===== src/dsmc_settings.svh =====
// DSMC local-bus slave settings: bus widths, ADC window placement and burst count points
`ifndef DSMC_SETTINGS_SVH
`define DSMC_SETTINGS_SVH

// ------------------------------------------------------------------------
// Data path widths
// ------------------------------------------------------------------------
`define DSMC_WORD_W      32
// Word address into the 16k-word RAM
`define DSMC_ADDR_W      14
`define DSMC_SAMPLE_W    16
`define DSMC_CHANNELS    8

// ------------------------------------------------------------------------
// ADC read-back window, word addresses
// ------------------------------------------------------------------------
// Four channel-pair words, then the status word
`define DSMC_ADC_BASE    'h3F8
`define DSMC_ADC_WORDS   5

// ------------------------------------------------------------------------
// Burst cycle counts, counted from the first edge after cs_n rises
// ------------------------------------------------------------------------
`define DSMC_CNT_CMD     2
`define DSMC_CNT_ADDR_HI 3
`define DSMC_CNT_ADDR_LO 4
`define DSMC_CNT_SETUP   5
`define DSMC_CNT_DATA    6

`endif


===== src/dsmc_pkg.sv =====
// DSMC local-bus types shared by the decoder, the data ports and the ADC bank
`include "dsmc_settings.svh"

package dsmc_pkg;

    // One bus data word
    typedef logic [`DSMC_WORD_W-1:0] bus_word_t;

    // RAM word address, byte address bits 15..2
    typedef logic [`DSMC_ADDR_W-1:0] word_addr_t;

    // One ADC channel sample
    typedef logic [`DSMC_SAMPLE_W-1:0] sample_t;

    // Channel number, 0 is channel 1
    typedef logic [$clog2(`DSMC_CHANNELS)-1:0] chan_idx_t;

    // Burst cycle counter, saturates at all ones
    typedef logic [7:0] cycle_cnt_t;

    // Burst phases in bus order
    typedef enum logic [2:0] {
        PH_CMD,
        PH_ADDR_HI,
        PH_ADDR_LO,
        PH_SETUP,
        PH_DATA
    } burst_phase_t;

endpackage


===== src/dsmc_burst_if.sv =====
// Decoded burst state passed from the DSMC decoder to the write and read ports
`timescale 1ns/10ps

interface dsmc_burst_if;

    // Current phase of the burst
    dsmc_pkg::burst_phase_t phase;

    // Command bit 15, set for a write burst
    logic                   is_write;

    // First word address of the burst
    dsmc_pkg::word_addr_t   start_addr;

    // Data word number, 0 at the first data cycle
    dsmc_pkg::cycle_cnt_t   data_index;

    // Decoder side
    modport decoder (
        output phase,
        output is_write,
        output start_addr,
        output data_index
    );

    // Write and read ports
    modport port (
        input  phase,
        input  is_write,
        input  start_addr,
        input  data_index
    );

endinterface


===== src/dsmc_read_port.sv =====
// DSMC read port: steps the read address, picks RAM or ADC window data, drives the enables
`timescale 1ns/10ps

module dsmc_read_port (
    input  logic                 dsmc_clk_single,
    input  logic                 cs_n,
    dsmc_burst_if.port           burst,
    output dsmc_pkg::word_addr_t rd_addr,
    input  dsmc_pkg::bus_word_t  ram_data,
    input  logic                 win_hit,
    input  dsmc_pkg::bus_word_t  win_data,
    output dsmc_pkg::bus_word_t  dq_out,
    output logic                 dq_oe,
    output logic                 dqs_oe
);

    logic is_read_data;

    assign is_read_data = !burst.is_write && (burst.phase == dsmc_pkg::PH_DATA);

    // ------------------------------------------------------------------------
    // Read address
    // ------------------------------------------------------------------------
    // Start address in setup, then one step per data cycle
    always_ff @(posedge dsmc_clk_single) begin
        if (burst.phase == dsmc_pkg::PH_SETUP) begin
            rd_addr <= burst.start_addr;
        end else if (is_read_data) begin
            rd_addr <= dsmc_pkg::word_addr_t'(rd_addr + 1'b1);
        end
    end

    // ------------------------------------------------------------------------
    // Output word
    // ------------------------------------------------------------------------
    // RAM and window data both land one edge after rd_addr
    // Window words override the RAM contents
    always_ff @(posedge dsmc_clk_single) begin
        dq_out <= win_hit ? win_data : ram_data;
    end

    // Pipeline is rd_addr, RAM read, dq_out
    // First word for start is on dq_out after the data index 1 edge
    always_ff @(posedge dsmc_clk_single or negedge cs_n) begin
        if (!cs_n) begin
            dq_oe <= 1'b0;
        end else begin
            dq_oe <= is_read_data && (burst.data_index >= dsmc_pkg::cycle_cnt_t'(1));
        end
    end

    // Strobe driver enable from count 9 of a read burst
    assign dqs_oe = is_read_data && (burst.data_index >= dsmc_pkg::cycle_cnt_t'(3));

endmodule


===== src/flat_wrapper.sv =====
// flat-port wrapper written by rule: the top's interface ports become plain ports
module dsmc_read_port_flat 
  (dsmc_clk_single, cs_n, rd_addr, ram_data, win_hit, win_data, dq_out, dq_oe, dqs_oe, burst_phase, burst_is_write, burst_start_addr, burst_data_index);
  dsmc_burst_if burst_i ();
  input  logic dsmc_clk_single;
  input  logic cs_n;
  output dsmc_pkg::word_addr_t rd_addr;
  input  dsmc_pkg::bus_word_t ram_data;
  input  logic win_hit;
  input  dsmc_pkg::bus_word_t win_data;
  output dsmc_pkg::bus_word_t dq_out;
  output logic dq_oe;
  output logic dqs_oe;
  input wire logic [$bits(burst_i.phase)-1:0] burst_phase;
  input wire logic [$bits(burst_i.is_write)-1:0] burst_is_write;
  input wire logic [$bits(burst_i.start_addr)-1:0] burst_start_addr;
  input wire logic [$bits(burst_i.data_index)-1:0] burst_data_index;
  assign burst_i.phase = burst_phase;
  assign burst_i.is_write = burst_is_write;
  assign burst_i.start_addr = burst_start_addr;
  assign burst_i.data_index = burst_data_index;
  dsmc_read_port u_core (.dsmc_clk_single(dsmc_clk_single), .cs_n(cs_n), .burst(burst_i), .rd_addr(rd_addr), .ram_data(ram_data), .win_hit(win_hit), .win_data(win_data), .dq_out(dq_out), .dq_oe(dq_oe), .dqs_oe(dqs_oe));
endmodule

===== config.mk =====
export PLATFORM = sky130hd
export DESIGN_NAME = dsmc_read_port_flat
export DESIGN_NICKNAME = d
export VERILOG_FILES = /design/src/dsmc_pkg.sv /design/src/dsmc_burst_if.sv /design/src/dsmc_read_port.sv /design/src/flat_wrapper.sv
export VERILOG_INCLUDE_DIRS = /design/src
export SDC_FILE = /design/constraint.sdc
export NUM_CORES = 1
export LEC_CHECK = 0
export BUFFER_PORTS_ARGS = -buffer_cell sky130_fd_sc_hd__buf_2
export CELL_PAD_IN_SITES_DETAIL_PLACEMENT = 1
export CELL_PAD_IN_SITES_GLOBAL_PLACEMENT = 2
export CORE_MARGIN = 5
export CORE_UTILIZATION = 20
export DETAILED_ROUTE_END_ITERATION = 8
export PLACE_DENSITY_LB_ADDON = 0.1
export SYNTH_ARGS = -nofsm -noshare
export SYNTH_HDL_FRONTEND = slang
export SYNTH_SLANG_ARGS = --single-unit

===== constraint.sdc =====
create_clock -name dsmc_clk_single -period 1.7 [get_ports dsmc_clk_single]
set_input_delay 0.425 -clock dsmc_clk_single [delete_from_list [all_inputs] [get_ports dsmc_clk_single]]
set_output_delay 0.425 -clock dsmc_clk_single [all_outputs]
set_load 0.1 [all_outputs]

# Word-level counts from Yosys, hierarchy flattened

Cells that the tools add are included.

Register bits after elaboration: 47
Word-level logic and storage cells: 16

$add $sub $neg: 1
Magnitude comparators: 2
Eq/ne operators: 2
Muxes and demuxes: 3
Reductions and logical operators: 5

Operators by type and width:

| cell                                                                   | number |
|---|---|
| 32-bit two-way mux                                                     | 1 |
| 14-bit two-way mux                                                     | 2 |
| 14-bit by 1-bit adder with 14-bit output (second input constant)       | 1 |
| 8-bit by 1-bit >= comparator with 1-bit output (second input constant) | 1 |
| 8-bit by 2-bit >= comparator with 1-bit output (second input constant) | 1 |
| 3-bit by 2-bit equality test with 1-bit output (second input constant) | 1 |
| 3-bit equality test (second input constant)                            | 1 |
| 1-bit logical AND                                                      | 3 |
| 2-bit nonzero test                                                     | 1 |
| 1-bit logical NOT                                                      | 1 |

# Logic depth before layout (Yosys ltp)

Depth in word-level cells: 4
Depth in mapped cells: 5
Gate-level depth less buffers: 5

# Worst setup path after synthesis

Ideal clock, no wire load.

Path type: input to output
Start point: input burst_phase[1]
End point: output dqs_oe
Arrival: 2410 ps
Data required time: 1275 ps
Setup slack: -1135 ps
Cell stages on the path: 2
Cells stage by stage: or4b_2 nor2_1

Word-level cells in the longest chain between the ends: 3

Ends and longest elaborated chain:

| element             | line                 | text |
|---|---|---|
| start, declared     | flat_wrapper.sv:14   | `input wire logic [$bits(burst_i.phase)-1:0] burst_phase;` |
| 3-bit equality test | dsmc_read_port.sv:19 | `assign is_read_data = !burst.is_write && (burst.phase == dsmc_pkg::PH_DATA);` |
| 1-bit logical AND   | dsmc_read_port.sv:19 |  |
| 1-bit logical AND   | dsmc_read_port.sv:53 | `assign dqs_oe = is_read_data && (burst.data_index >= dsmc_pkg::cycle_cnt_t'(3));` |
| end, declared       | flat_wrapper.sv:13   | `output logic dqs_oe;` |

No other way between the ends.

# Worst setup path in the final report

Start point: input burst_is_write
End point: output dqs_oe

Word-level cells in the longest chain between the ends: 3

Ends and longest elaborated chain:

| element           | line                 | text |
|---|---|---|
| start, declared   | flat_wrapper.sv:15   | `input wire logic [$bits(burst_i.is_write)-1:0] burst_is_write;` |
| 1-bit logical NOT | dsmc_read_port.sv:19 |  |
| 1-bit logical AND | dsmc_read_port.sv:19 |  |
| 1-bit logical AND | dsmc_read_port.sv:53 |  |

No other way between the ends.

==> results.py <==
metrics = {
    "yosys": {
        "synth.avg_cell_area_sq_um": 12.2,
        "synth_seq_cells": 47,
        "synth_top_area_frac": 0.339,
        "synth_cells": 155,
        "yosys.area.top_type": "dfxtp_1",
        "syn-cell-area_sq_um": 1890,
        "synth_cell_types": 28,
        "seq_area_frac_synth": 0.575,
        "synth_fp_nets": 249,
        "yosys_warnings": 0,
        "synthTopCellsByArea": "dfxtp_1 34%, edfxtp_1 22%, mux2_2 18%",
    },
    "worst_setup_path": {
        "path_class": "in -> out",
        "path_max_fanout": 2,
        "worstPathArrival_ns": 1.36,
        "crit_required_ns": 1.27,
        "crit_path_start_kind": "input port",
        "crit_path_end_kind": "output pin",
    },
    "detailed_routing": {
        "drt_pass1_iterations": 4,
        "ant_nets": 0,
        "wirelength_mm": 6.06,
        "drt_iter0_markers": 31,
        "num_vias": 1740,
        "vias_per_cell": 3.97,
        "drc": 0,
        "routedWlPerCell_um": 13.8,
    },
    "power_and_ir_drop": {
        "vdd_drop_max_mv": 0.322,
        "p_leak_nw": 1.38,
        "fin_total_pwr_w": 0.00296,
        "powerDensity_nw_per_um2": 963,
    },
    "timing": {
        "hold_viol": 0,
        "fmax_mhz": 561,
        "rsz0062_at_grt": "yes",
        "setup_violations": 1,
        "fin_tns_setup_ns": -0.0821,
        "worst_pin_slew_ns": 0.506,
        "max_slew_margin": 0.665,
        "clock_skew_ns": 0.00689,
        "fin_ws_ns": -0.0821,
        "finalCritPeriodShare": 1.05,
        "period_minus_slack_ns": 1.78,
        "slew_viol_final": 0,
    },
    "global_route": {
        "antenna_found_initial": 0,
        "grt_max_degree": 23,
        "grt_usage": 0.102,
        "grt-ovfl-total": 0,
        "grt_pass1_vias": 1783,
        "grt_pass1_wl_mm": 9.13,
    },
    "finish": {
        "utilization": 0.332,
        "final_common_cell": "buf_2",
        "mostFrequentLayoutCells": "132 x buf_2, 32 x dfxtp_1, 30 x mux2_2, 16 x nor2_1, 14 x edfxtp_1",
        "n_fill_cell": 1075,
        "layout.nets": 402,
        "syn2layout_area_growth_pct": 62.5,
        "insertedDiodeCount": 0,
        "layout-drive-gt1-share": 0.641,
    },
    "clocking": {
        "clock_path_buffers": 2,
        "worstSkewPairLatency_ns": 0.30,
        "clkSinkCount": 47,
        "cts_tree": "done",
        "cts_root_buf": "clkbuf_8",
        "htree_levels": 2,
        "path_clk_slew_ns": 0.09,
        "cts_made_buffers": 5,
    },
    "min_path": {
        "hp-class": "in -> reg",
    },
    "job": {
        "max_cap_viol_count": 0,
    },
    "placement": {
        "dp_hpwl_mm": 5.03,
        "pre_cts_slack_ns": -0.310,
        "port_buffers": 140,
        "gp_congestion": 0.639,
    },
    "die": {
        "start_util": 0.204,
        "rows": 35,
        "ios": 141,
        "chipWidth_um": 107,
        "fp.dieH_um": 107,
        "core-area_sq_um": 9240,
        "die_area_sq_um": 11500,
    },
    "outcome": {
        "outcome": "complete, but fails checks",
        "violations": "negative setup slack",
    },
}
-- cells by family after synthesis --
kind of cell,after synthesis,synth area share
AOI/OAI and AO/OA,15,0.0404
buffers and inverters,6,0.0139
and+or+nand+nor,42,0.117
adders and majority gates,1,0.00662
muxes,33,0.197
DFF,47,0.575
xor gates and xnor gates,11,0.0510
-- what timing repair did --
item / 4_1_cts / 5_1_grt
pin swaps: 2 / 0
setup buffers: 0 / 0
hold endpoints to repair: 1 / 0
resized for setup: 4 / 1
endpoints found under the setup margin: 1 / 2
hold buffers: 1 / 0
gates cloned: 0 / 0
-- sequential cells by signal, summed over array words and instances (netlist names) --
name            cells
u_core.dq_oe        1
u_core.rd_addr     14
u_core.dq_out      32
-- report_power, final --
part	leakage (nW)	internal (W)	switching, W
Clock	0.0496	0.000380	0.000376
Combinational	0.913	0.000241	0.000695
Sequential	0.413	0.00124	0.0000287
-- cell type report --
type	count	area [sq um]	area share
clock buffer	7	97.6	0.0318
multi-input combinational	102	821	0.267
tap	129	161	0.0526
timing repair buffer	152	896	0.292
clock inverter	1	7.51	0.00245
sequential	47	1090	0.354
-- worst paths after layout --
check,startpoint,to,slack [ns],cells past startpoint
setup / recovery,burst_is_write,dqs_oe,-0.08,4
hold / removal,win_data[21],u_core.dq_out[21]$_DFF_P_,0.34,2
setup reg to reg,u_core.rd_addr[7]$_DFFE_PP_,u_core.rd_addr[13]$_DFFE_PP_,0.16,4
hold reg to reg,u_core.rd_addr[12]$_DFFE_PP_,u_core.rd_addr[12]$_DFFE_PP_,0.72,2
max in group asynchronous,cs_n,u_core.dq_oe$_DFF_PN0_,1.18,2
min in group asynchronous,cs_n,u_core.dq_oe$_DFF_PN0_,0.43,2
-- per-stage QoR --
step | std cells | cell area (sq um) | hold WS, ns
floorplan | 155 | 1930 | 0.129
global placement | 429 | 2930 | 0.199
detailed placement | 429 | 2930 | 0.202
CTS | 438 | 3070 | 0.328
global route | 438 | 3070 | 0.324
finish | 438 | 3070 | 0.344
-- critical path: stages --
cell	delay (ns)
buf_6	0.09
or4b_4	0.55
nor2_4	0.12
buf_12	0.18
-- Yosys cell counts --
| master | n |
|---|---|
| and4_4 | 1 |
| and3_1 | 1 |
| xor2_1 | 8 |
| nor2_1 | 17 |
| or3_1 | 1 |
| mux2_1 | 2 |
| dfrtp_1 | 1 |
| mux2_2 | 31 |
| or4b_2 | 1 |
| ha_1 | 1 |
| and2_1 | 1 |
| nand2_1 | 5 |
| and4_2 | 1 |
| edfxtp_1 | 14 |
| xnor2_1 | 3 |
| nand3_2 | 1 |
| o21ai_0 | 1 |
| buf_2 | 3 |
| clkbuf_1 | 3 |
| nand3b_1 | 1 |
| dfxtp_1 | 32 |
| nor3_1 | 2 |
| and4_1 | 1 |
| a31oi_1 | 1 |
| nand3_1 | 4 |
| nor4_1 | 1 |
| nand4_1 | 4 |
| a21oi_1 | 13 |
-- layer usage --
| layer | global-route usage | vias up | part of all wire |
|---|---|---|---|
| met5 | 0 | - | 0 |
| met2 | 0.174 | 75 | 0.51 |
| met1 | 0.111 | 801 | 0.37 |
| met3 | 0.0548 | 5 | 0.12 |
| met4 | 0.0274 | 0 | 0.0076 |
| li1 | - | 859 | - |
Note: power is estimated with default switching activity, not from simulation.
