`src/dsmc_settings.svh`:
```
// DSMC local-bus slave settings: bus widths, ADC window placement and burst count points
`ifndef DSMC_SETTINGS_SVH
`define DSMC_SETTINGS_SVH

// ------------------------------------------------------------------------
// Data path widths
// ------------------------------------------------------------------------
`define DSMC_WORD_W      32
// Word address into the 16k-word RAM
`define DSMC_ADDR_W      14
`define DSMC_SAMPLE_W    16
`define DSMC_CHANNELS    8

// ------------------------------------------------------------------------
// ADC read-back window, word addresses
// ------------------------------------------------------------------------
// Four channel-pair words, then the status word
`define DSMC_ADC_BASE    'h3F8
`define DSMC_ADC_WORDS   5

// ------------------------------------------------------------------------
// Burst cycle counts, counted from the first edge after cs_n rises
// ------------------------------------------------------------------------
`define DSMC_CNT_CMD     2
`define DSMC_CNT_ADDR_HI 3
`define DSMC_CNT_ADDR_LO 4
`define DSMC_CNT_SETUP   5
`define DSMC_CNT_DATA    6

`endif

```
`src/dsmc_pkg.sv`:
```
// DSMC local-bus types shared by the decoder, the data ports and the ADC bank
`include "dsmc_settings.svh"

package dsmc_pkg;

    // One bus data word
    typedef logic [`DSMC_WORD_W-1:0] bus_word_t;

    // RAM word address, byte address bits 15..2
    typedef logic [`DSMC_ADDR_W-1:0] word_addr_t;

    // One ADC channel sample
    typedef logic [`DSMC_SAMPLE_W-1:0] sample_t;

    // Channel number, 0 is channel 1
    typedef logic [$clog2(`DSMC_CHANNELS)-1:0] chan_idx_t;

    // Burst cycle counter, saturates at all ones
    typedef logic [7:0] cycle_cnt_t;

    // Burst phases in bus order
    typedef enum logic [2:0] {
        PH_CMD,
        PH_ADDR_HI,
        PH_ADDR_LO,
        PH_SETUP,
        PH_DATA
    } burst_phase_t;

endpackage

```
`src/adc_sample_bank.sv`:
```
// ADC sample bank: stores one set of eight channel samples and answers window reads
`timescale 1ns/10ps
`include "dsmc_settings.svh"

module adc_sample_bank (
    input  logic                 dsmc_clk_single,
    input  dsmc_pkg::sample_t    adc_data,
    input  logic                 adc_strobe,
    input  logic                 adc_first,
    input  logic                 wr_en,
    input  dsmc_pkg::word_addr_t wr_addr,
    input  dsmc_pkg::word_addr_t rd_addr,
    output logic                 win_hit,
    output dsmc_pkg::bus_word_t  win_data
);

    localparam dsmc_pkg::word_addr_t WIN_BASE  = dsmc_pkg::word_addr_t'(`DSMC_ADC_BASE);
    localparam dsmc_pkg::chan_idx_t  LAST_CHAN = dsmc_pkg::chan_idx_t'(`DSMC_CHANNELS - 1);

    dsmc_pkg::sample_t    samples [0:`DSMC_CHANNELS-1];
    dsmc_pkg::chan_idx_t  chan_idx;
    dsmc_pkg::chan_idx_t  slot;
    dsmc_pkg::chan_idx_t  hi_chan;
    dsmc_pkg::word_addr_t win_off;
    logic                 armed;
    logic                 take;
    logic                 set_done;
    logic                 status_wr;
    logic                 fresh;

    // ------------------------------------------------------------------------
    // Sample capture
    // ------------------------------------------------------------------------
    // adc_first restarts at channel 1, stray strobes outside a set are dropped
    assign slot      = adc_first ? '0 : chan_idx;
    assign take      = adc_strobe && (adc_first || armed);
    assign set_done  = take && (slot == LAST_CHAN);
    // Status word is the last window word
    assign status_wr = wr_en && (wr_addr == WIN_BASE + dsmc_pkg::word_addr_t'(4));

    always_ff @(posedge dsmc_clk_single) begin
        if (take) begin
            samples[slot] <= adc_data;
            chan_idx      <= dsmc_pkg::chan_idx_t'(slot + 1'b1);
            armed         <= !set_done;
        end
        // A new set outranks a clear in the same cycle
        if (set_done) begin
            fresh <= 1'b1;
        end else if (status_wr) begin
            fresh <= 1'b0;
        end
    end

    // ------------------------------------------------------------------------
    // Window read, aligned with the RAM read
    // ------------------------------------------------------------------------
    assign win_off = dsmc_pkg::word_addr_t'(rd_addr - WIN_BASE);
    // Pair word k holds channels 2k+2 high and 2k+1 low
    assign hi_chan = {win_off[1:0], 1'b1};

    always_ff @(posedge dsmc_clk_single) begin
        win_hit <= (win_off < dsmc_pkg::word_addr_t'(`DSMC_ADC_WORDS));
        if (win_off == dsmc_pkg::word_addr_t'(4)) begin
            win_data <= {{(`DSMC_WORD_W-1){1'b0}}, fresh};
        end else begin
            win_data <= {samples[hi_chan], samples[hi_chan - 1'b1]};
        end
    end

    // Channels 2 to 8 only arrive inside a set opened by adc_first
    a_no_overrun : assert property (
        @(posedge dsmc_clk_single)
        (adc_strobe && !adc_first) |-> armed
    );

endmodule

```
`config.mk`:
```
export PLATFORM = sky130hd
export DESIGN_NAME = adc_sample_bank
export DESIGN_NICKNAME = d
export VERILOG_FILES = /design/src/dsmc_pkg.sv /design/src/adc_sample_bank.sv
export VERILOG_INCLUDE_DIRS = /design/src
export SDC_FILE = /design/constraint.sdc
export NUM_CORES = 1
export LEC_CHECK = 0
export BUFFER_PORTS_ARGS = -buffer_cell sky130_fd_sc_hd__clkbuf_2
export CAP_MARGIN = 20
export CELL_PAD_IN_SITES_DETAIL_PLACEMENT = 0
export CELL_PAD_IN_SITES_GLOBAL_PLACEMENT = 1
export CORE_ASPECT_RATIO = 0.75
export CORE_UTILIZATION = 45
export DETAILED_ROUTE_END_ITERATION = 7
export GPL_TIMING_DRIVEN = 0
export PLACE_DENSITY_LB_ADDON = 0.2
export SYNTH_ARGS = -nofsm -noshare
export SYNTH_HDL_FRONTEND = slang
export SYNTH_SLANG_ARGS = --single-unit
```
`constraint.sdc`:
```
create_clock -name dsmc_clk_single -period 5.1 [get_ports dsmc_clk_single]
set_clock_uncertainty 0.15 [all_clocks]
set_input_delay 0.765 -clock dsmc_clk_single [delete_from_list [all_inputs] [get_ports dsmc_clk_single]]
set_output_delay 0.765 -clock dsmc_clk_single [all_outputs]
set_load 0.03 [all_outputs]
```
**After elaboration in Yosys (flattened, before gate mapping)**

Memories as Yosys holds them, arrays and structs flattened. A register that Yosys moved wholly into a read port is not among the register bits.
Cells that the tools add are included.

- Add/sub/neg operators: 3
- Reductions and logical operators: 5
- Magnitude comparators: 1
- Mux-type cells: 4
- Equal/unequal tests: 3

Operators by type and width:

| kind | number |
|---|---|
| 14-bit by 10-bit == test with 1-bit output, second input constant | 1 |
| 14-bit by 3-bit == test with 1-bit output, second input constant | 1 |
| 14-bit by 3-bit less-than comparator with 1-bit output, second input constant | 1 |
| 14-bit by 10-bit subtractor with 14-bit output, second input constant | 1 |
| 3-bit by 1-bit adder with 3-bit output, second input constant | 1 |
| 3-bit == test, second input constant | 1 |
| 1-bit logical AND | 3 |
| 1-bit 2-to-1 mux | 3 |
| 3-bit 2-to-1 mux | 1 |
| 3-bit by 1-bit subtractor with 3-bit output, second input constant | 1 |
| 1-bit zero test | 1 |
| 1-bit logical OR | 1 |

- Memories kept: 1
- Input port bits: 48
- Flip-flop bits (word level): 38
- Bits in writable memories: 128
- Output and inout bits: 33

Memories:

| memory | depth | bits a word | rd ports | clocked after Yosys merged registers in | wr ports | RTL line | source |
|---|---|---|---|---|---|---|---|
| samples | 8 | 16 | 2 | 1 | 1 | adc_sample_bank.sv:20 | `` dsmc_pkg::sample_t samples [0:`DSMC_CHANNELS-1]; `` |

**Depth between registers and ports, before layout**

Gate-level depths: netlist of run 1.

- Depth in word-level cells: 4
- Depth in mapped cells: 7

**Worst setup path after synthesis of run 1**

Ideal clock, no wire load.

- Kind: in2reg
- From: input port adc_first
- To: memory samples[3][0] (netlist bit), enable pin
- Data required time: 4541 ps
- Setup slack: 2272 ps
- Arrival time: 2269 ps
- Stages on the path: 3
- Library setup time: 409 ps
- Cell sequence: o21a_1 nand2_1 nor3_1

- Cells in the longest elaborated chain, start to end: 4
- Elaborated cells on any way between the ends: 5

RTL lines:

| item | RTL line | source |
|---|---|---|
| from (decl) | adc_sample_bank.sv:9 | `input logic adc_first,` |
| 1-bit logical OR | adc_sample_bank.sv:36 | `assign take = adc_strobe && (adc_first \|\| armed);` |
| 1-bit logical AND | adc_sample_bank.sv:36 |  |
| 1-bit 2-to-1 mux | adc_sample_bank.sv:42 | `if (take) begin` |
| 1-bit 2-to-1 mux (not written as such) | adc_sample_bank.sv:43 | `samples[slot] <= adc_data;` |
| to (decl) | adc_sample_bank.sv:20 |  |

Several ways; a longest one is shown, not always the timed one.

**Final worst setup path of run 1**

- From: input port adc_first
- To: memory samples[2][2] (netlist bit), enable pin

- Cells in the longest elaborated chain, start to end: 4
- Elaborated cells on any way between the ends: 5

RTL lines:

| item | RTL line | source |
|---|---|---|
| 1-bit logical OR | adc_sample_bank.sv:36 |  |
| 1-bit logical AND | adc_sample_bank.sv:36 |  |
| net take | adc_sample_bank.sv:26 | `logic take;` |
| 1-bit 2-to-1 mux | adc_sample_bank.sv:42 |  |
| 1-bit 2-to-1 mux (not written as such) | adc_sample_bank.sv:43 |  |

The timed path passes the listed nets, and every way through them passes these cells.

==> flow_summary.ini, run 1 <==
[sta]
maxSlewViolCount = 0
hold_viol = 0
timing.fmax_ghz = 0.411
finalCritPeriodShare_pct = 47.7
tns_ns = 0
finalSetupViolCount = 0
fin_ws_ns = 2.67
slew_headroom_pct = 36.5
period_needed_ns = 2.43
tightestPinTransition_ns = 0.947
rsz0062_at_grt = no

[cells_and_area]
fillers = 947
nNetsFinal = 445
finish.utilization_pct = 57.9
drive_above_1_share_pct = 41.5
synthToLayoutAreaGrowth_pct = 22.8
diodes = 0

[critical_path]
r2r-start = armed
required_ns = 5.06
worstPathMaxFanout = 9
worstPathArrival_ns = 2.39
path_class = input pin to flip-flop
critPathCaptureType = flip-flop
worstPathCellList = clkbuf_2, o21a_1, nand2_1, nor3_2, buf_8
slowest_stage = nor3_2
max_stage_delay_ns = 0.76
critPathLaunchType = input pin
startpoint = adc_first

[status]
outcome = finished, final reports clean

[floorplanning]
die_y_um = 101
start_util_pct = 47.1
core-area_mm2 = 0.0126
core.rowCount = 35
dieWidth_um = 134
fp.dieArea_mm2 = 0.0136
boundaryPins = 81

[cts]
clkLatencyLatePin_ns = 0.41
clock-root-buffer = clkbuf_16
clock_sinks = 166
cts_setup_buffers = 0
hold_buffers = 0
cts_tree = yes
clockBufferDepth = 2
numCtsBuffers = 17
cts_resized = 0
clkTransAtPathRegs_ns = 0.06
h-tree-depth = 4

[placed_design]
dp_slack_ns = 2.18
dp.final_hpwl_mm = 6.91
place.gp.congestion = 0.752
portBuffers = 78

[flow_run]
drv_cap = 0

[pwr]
power.total_uw = 2980
irDropWorstVdd_mv = 0.327
seqPwrFrac_pct = 50.8
p_comb_share_pct = 6.0
power.share.switching_pct = 20.5
power.density_mw_per_mm2 = 410
power_switching_uw = 613
power.leakage_uw = 0.00265
p_int_uw = 2370
clkPwrFrac_pct = 43.2

[min_path]
min_from = fresh
holdCritPathClass = flip-flop to flip-flop

[global_routing]
grt.overflow.total = 0
grt_pass1_wl_mm = 16.7
grt_usage_pct = 17.5
grt.met3_usage_pct = 5.26
grt_max_degree = 17
grt_pass1_vias = 2968
met1_usage_pct = 23.7
busiest_layer = met2
grt_util_met2_pct = 27.9
antenna_found_initial = 0

[route]
drc = 0
drt_iter0_markers = 178
vias = 2975
first_pass_iters = 5
post_drt_wl_per_cell_um = 18.7
ant_nets = 0
viasPerCell = 5.19
routed_wl_mm = 10.7

[synth]
yosysWarnings = 0
synth.most_common_cell = edfxtp_1
yosysTopAreaCellShare_pct = 66.9
syn_inst = 288
synth_seq_cells = 166
ys_seq_area_share_pct = 78.4
synth_common_cells = edfxtp_1, dfxtp_1, mux4_2, nor2b_1, nand2_1
yosysTopAreaCell = edfxtp_1
synthTopCellsByArea = edfxtp_1, mux4_2, dfxtp_1
yosysUniqueCellTypes = 29
syn-cell-area_mm2 = 0.00592
ys.flop_type = edfxtp_1
synth-edff-count = 132
async_flop_share_pct = 0
syn_nets = 339
postSynthAreaPerCell_um2 = 20.6
[power by group through the flow]
stage	clock network (uW)	logic (uW)	registers, uW
finish	1290	178	1520
CTS	1310	182	1520
floorplan	0	70.2	1580
global route	1370	195	1520
detailed placement	0	181	1550
global placement	0	172	1540
[logic make-up after synthesis]
family          share of synthesized area [%]
flops                                    78.4
simple gates                             6.34
mux                                      12.5
buf+inv                                  1.33
compound gates                          0.781
fa+ha+maj                               0.634
[worst paths after layout]
kind | cells past startpoint | slack [ns] | end
max reg2reg | 4 | 2.84 | samples[2][2]
min | 2 | 0.32 | fresh
min reg2reg | 2 | 0.32 | fresh
max | 5 | 2.67 | samples[2][2]
[placed cells by master (no fill, tap or decap), types with 5 or more instances in the layout]
cell type / netlist / final
nor2b_1: 32 / 32
mux4_2: 32 / 32
dfxtp_1: 34 / 34
clkbuf_2: 0 / 78
edfxtp_1: 132 / 132
buf_4: 4 / 5
nand2_1: 7 / 7
nor3_2: 0 / 6
clkbuf_16: 0 / 17
buf_2: 6 / 6
buf_6: 0 / 5
[critical path: cells and delay by family]
| kind | cells | cell delay, ns |
|---|---|---|
| buffers and inverters | 2 | 0.35 |
| AND/OR/NAND/NOR | 2 | 0.98 |
| AO/OA/AOI/OAI | 1 | 0.29 |
[metrics by stage]
step | instances | area (um2) | hold WS [ns]
6_report | 573 | 7270 | 0.323
5_1_grt | 573 | 7270 | 0.360
4_1_cts | 573 | 7270 | 0.330
3_5_place_dp | 541 | 6670 | 0.319
3_3_place_gp | 532 | 6520 | 0.324
2_1_floorplan | 288 | 5920 | 0.284
[sequential cells by signal, summed over array words and instances (netlist names)]
name and flops:
fresh 1, armed 1, samples 128, chan_idx 3, win_hit 1, win_data 32
[metal layers]
layer  routed length [um]  part of all wire, %  vias up
met5                    0                    0        -
met4                   91                 0.85        0
met3                  679                  6.3        8
met2                 5080                   47       94
met1                 4890                   46     1526
li1                     -                    -     1347
[area by class of cell]
class	instances	area (um2)	share of cell area (%)
multi-input cells	107	1240	17.0
repair buffers	87	499	6.86
clock buffers	20	457	6.28
plain buffers	11	63.8	0.877
flip-flops and latches	166	4640	63.9
inverters	4	15.0	0.206
clock inverters	12	150	2.06
well taps	166	208	2.86
Note: power is estimated with default switching activity, not from simulation.
==> run 2, diff against run 1 <==
==> constraint.sdc (replaced) <==
create_clock -name dsmc_clk_single -period 2.4 [get_ports dsmc_clk_single]
set_clock_uncertainty 0.15 [all_clocks]
set_input_delay 0.36 -clock dsmc_clk_single [delete_from_list [all_inputs] [get_ports dsmc_clk_single]]
set_output_delay 0.36 -clock dsmc_clk_single [all_outputs]
set_load 0.03 [all_outputs]
==> flow_summary.ini, run 2 (synthesized netlist as in run 1, its figures left out) <==
[route]
vias = 2997
first_pass_iters = 4
routed_wl_mm = 10.7
drt_iter0_markers = 166
ant_nets = 0
viasPerCell = 5.23
drc = 0
post_drt_wl_per_cell_um = 18.7

[placed_design]
dpl.cell_count = 541
dp_slack_ns = -0.116
portBuffers = 78
dp.final_hpwl_mm = 6.91
place.gp.congestion = 0.752

[sta]
slew_headroom_pct = 47.0
tightestPinTransition_ns = 0.791
maxSlewViolCount = 0
hold_viol = 0
finalSetupViolCount = 0
period_needed_ns = 2.19
finalCritPeriodShare_pct = 91.3
rsz0062_at_grt = no
timing.fmax_ghz = 0.456
fin_ws_ns = 0.208

[global_routing]
grt.overflow.total = 0
grt_pass1_wl_mm = 16.7
grt_pass1_vias = 2968
antenna_found_initial = 0
grt_usage_pct = 17.5
grt_max_degree = 17

[critical_path]
worstPathArrival_ns = 2.15
required_ns = 2.36
critPathCaptureType = flip-flop
r2r-start = armed
startpoint = armed
r2r_slack_ns = 0.21
path_class = flip-flop to flip-flop
worstPathMaxFanout = 9
critPathLaunchType = flip-flop

[min_path]
holdCritPathClass = input pin to flip-flop
min_from = adc_data[0]

[cts]
numCtsBuffers = 17
cts_resized = 0
h-tree-depth = 4
clockBufferDepth = 2
cts_tree = yes
clkTransAtPathRegs_ns = 0.06
clock_sinks = 166
clock-root-buffer = clkbuf_16
cts_setup_buffers = 0
hold_buffers = 0
clkLatencyLatePin_ns = 0.40

[pwr]
power.leakage_uw = 0.00265
power.total_uw = 6350
power.density_mw_per_mm2 = 872
irDropWorstVdd_mv = 0.695

[floorplanning]
die_y_um = 101
dieWidth_um = 134
core.rowCount = 35
boundaryPins = 81
start_util_pct = 47.1
core-area_mm2 = 0.0126
fp.dieArea_mm2 = 0.0136

[cells_and_area]
synthToLayoutAreaGrowth_pct = 22.9
regArea_mm2 = 0.00464
finalNonFillerCells = 573
layout_common_cells = edfxtp_1, clkbuf_2, dfxtp_1
top_register = samples
diodes = 0
drive_above_1_share_pct = 41.5
top_regs = samples (128), win_data (32), chan_idx (3)
final_common_cell = edfxtp_1
nNetsFinal = 445
fillers = 947
largest_reg_flops = 128
multi_input_area_mm2 = 0.00124

[status]
outcome = finished, final reports clean

[flow_run]
drv_cap = 0
==> run 2: cell counts in the layout (fill, tap and decap cells not counted) <==
No cell type changed its count.
==> run 2: critical path, cell delays in order (launching register included) <==
cell,delay (ns)
edfxtp_1,0.32
o21a_1,0.26
nand2_1,0.24
nor3_2,0.65
buf_6,0.26
==> run 2: per-layer routing <==
metal / global-route usage (%) / part of all wire (%)
met5: 0 / 0
met4: 4.93 / 0.80
met3: 5.26 / 5.7
met2: 27.9 / 48
met1: 23.7 / 46
==> run 2: power by group <==
group	switching [uW]	internal [uW]
clock	1060	1690
combinational	228	152
sequential	25.6	3200
==> run 2: final timing paths <==
| path | cells after the start | to |
|---|---|---|
| max | 4 | samples[0][7] |
| min | 1 | samples[7][0] |
| max reg2reg | 4 | samples[0][7] |
| min reg2reg | 2 | fresh |
==> run 2: area by class of cell <==
type / instances / area share, %
sequential: 166 / 63.8
clock buffer: 20 / 6.27
inverter: 4 / 0.206
buffer: 11 / 0.877
tap: 166 / 2.85
multi-input combinational: 107 / 17.1
clock inverter: 12 / 2.06
timing repair buffer: 87 / 6.86
==> run 2: stage by stage <==
step / utilization (%) / TNS [ns] / area [um2] / hold slack [ns]
after CTS: 57.9 / 0 / 7270 / 0.0715
after global placement: 51.9 / -136.41 / 6520 / 0.324
after floorplan: - / -2.21 / 5920 / 0.284
final: 57.9 / 0 / 7280 / 0.0804
after detailed placement: 53.0 / -1.04 / 6670 / 0.319
after global routing: 57.9 / 0 / 7280 / 0.0768
==> run 3, diff against run 2 <==
--- a/config.mk
+++ b/config.mk
@@ -11,10 +11,11 @@
 export CELL_PAD_IN_SITES_DETAIL_PLACEMENT = 0
 export CELL_PAD_IN_SITES_GLOBAL_PLACEMENT = 1
 export CORE_ASPECT_RATIO = 0.75
+export CORE_MARGIN = 1.5
 export CORE_UTILIZATION = 45
 export DETAILED_ROUTE_END_ITERATION = 7
 export GPL_TIMING_DRIVEN = 0
-export PLACE_DENSITY_LB_ADDON = 0.2
+export PLACE_DENSITY = 0.82
 export SYNTH_ARGS = -nofsm -noshare
 export SYNTH_HDL_FRONTEND = slang
 export SYNTH_SLANG_ARGS = --single-unit
==> flow_summary.ini, run 3 (synthesized netlist as in run 1, its figures left out) <==
[floorplanning]
dieWidth_um = 135
boundaryPins = 81
die_y_um = 102
start_util_pct = 45.8
core-area_mm2 = 0.0129
fp.dieArea_mm2 = 0.0139
core.rowCount = 36

[pwr]
irDropWorstVdd_mv = 0.533
power.density_mw_per_mm2 = 886
power.leakage_uw = 0.00265

[status]
outcome = finished, final reports clean

[cells_and_area]
largest_reg_flops = 128
regArea_mm2 = 0.00464
top_register = samples
nNetsFinal = 444
final_common_cell = edfxtp_1
drive_above_1_share_pct = 40.9
design_area_mm2 = 0.00730
fillers = 959
top_regs = samples (128), win_data (32), chan_idx (3)
multi_input_area_mm2 = 0.00125
layout_common_cells = edfxtp_1, clkbuf_2, dfxtp_1
finalNonFillerCells = 577
synthToLayoutAreaGrowth_pct = 23.2
diodes = 0

[cts]
hold_buffers = 0
clkLatencyLatePin_ns = 0.42
clockBufferDepth = 2
numCtsBuffers = 17
clkTransAtPathRegs_ns = 0.06
clock_sinks = 166
h-tree-depth = 4
clock-root-buffer = clkbuf_16
cts_tree = yes

[critical_path]
worstPathCellList = nand2b_1, inv_1, nor3_2, buf_6
worstPathArrival_ns = 2.22
max_stage_delay_ns = 0.72
required_ns = 2.38
path_class = flip-flop to flip-flop
critPathCaptureType = flip-flop
worstPathMaxFanout = 9
critPathLaunchType = flip-flop
slowest_stage = nor3_2

[global_routing]
grt_max_degree = 17
grt_usage_pct = 17.6
antenna_found_initial = 0
grt_util_met2_pct = 29.9
grt_pass1_vias = 3106
busiest_layer = met2
met1_usage_pct = 21.3
grt_pass1_wl_mm = 16.8
grt.met3_usage_pct = 4.51
grt.overflow.total = 0

[route]
viasPerCell = 5.08
routed_wl_mm = 10.8
ant_nets = 0
drt_iter0_markers = 211
first_pass_iters = 4
drc = 0
post_drt_wl_per_cell_um = 18.7
vias = 2933

[sta]
tns_ns = 0
period_needed_ns = 2.24
slew_headroom_pct = 43.3
rsz0062_at_grt = yes
timing.fmax_ghz = 0.446
hold_viol = 0
tightestPinTransition_ns = 0.845
finalSetupViolCount = 0
maxSlewViolCount = 0
finalCritPeriodShare_pct = 93.4

[min_path]
holdCritPathClass = input pin to flip-flop

[placed_design]
dpl.cell_count = 545
portBuffers = 78
place_area_mm2 = 0.00665
dp.final_hpwl_mm = 7.38
place.gp.congestion = 0.722

[flow_run]
drv_cap = 0
-- run 3: cell types whose count changed in the layout (fill, tap and decap cells not counted), sizes merged --
cell	before	now
buf	19	18
clkbuf	99	100
clkinvlp	3	1
inv	5	4
bufinv	3	4
clkinv	5	6
-- run 3: stage by stage --
step / worst slack [ns] / power, uW / hold slack (ns) / util [%]
final: 0.159 / 6460 / 0.0642 / 56.5
after global routing: -0.0252 / 6660 / 0.0604 / 56.5
after CTS: 0.0535 / 6500 / 0.0565 / 56.3
after detailed placement: -0.138 / 3670 / 0.336 / 51.5
after global placement: -1.17 / 3640 / 0.335 / 50.5
after floorplan: -0.0234 / 3510 / 0.284 / -
-- run 3: path summary, 6_finish.rpt --
kind | cells after the start | to | from | slack [ns]
hold reg to reg | 2 | fresh | fresh | 0.35
hold / removal | 1 | samples[0][10] | adc_data[10] | 0.06
setup reg to reg | 4 | samples[1][11] | chan_idx[2] | 0.16
setup / recovery | 4 | samples[1][11] | chan_idx[2] | 0.16
-- run 3: area by class of cell --
cell class / instances / share of cell area (%)
repair buffers: 86 / 6.58
clock buffers: 21 / 6.17
clock inverters: 11 / 2.42
multi-input cells: 107 / 17.2
flip-flops and latches: 166 / 63.6
plain buffers: 11 / 0.874
well taps: 171 / 2.93
inverters: 4 / 0.206
-- run 3: per-layer routing --
| metal | up-vias | part of all wire, % |
|---|---|---|
| met5 | - | 0 |
| met4 | 0 | 1.8 |
| met3 | 17 | 5.2 |
| met2 | 78 | 51 |
| met1 | 1486 | 42 |
| li1 | 1352 | - |
-- run 3: where the power goes --
group,leakage [uW],internal [uW],switching [uW],total [uW]
logic,0.000868,151,232,383
registers,0.00148,3200,25.7,3220
clock network,0.000301,1770,1080,2860
-- run 3: worst max-delay path: cells and delay by family, from the launching register on --
kind	cells	cell delay (ns)
AND/OR/NAND/NOR	2	0.93
buffers and inverters	2	0.41
flip-flops	1	0.45
-- run 3: what timing repair did --
item,CTS,global route
resized for setup,0,3
setup endpoints to repair,0,14
buffers inserted,0,0
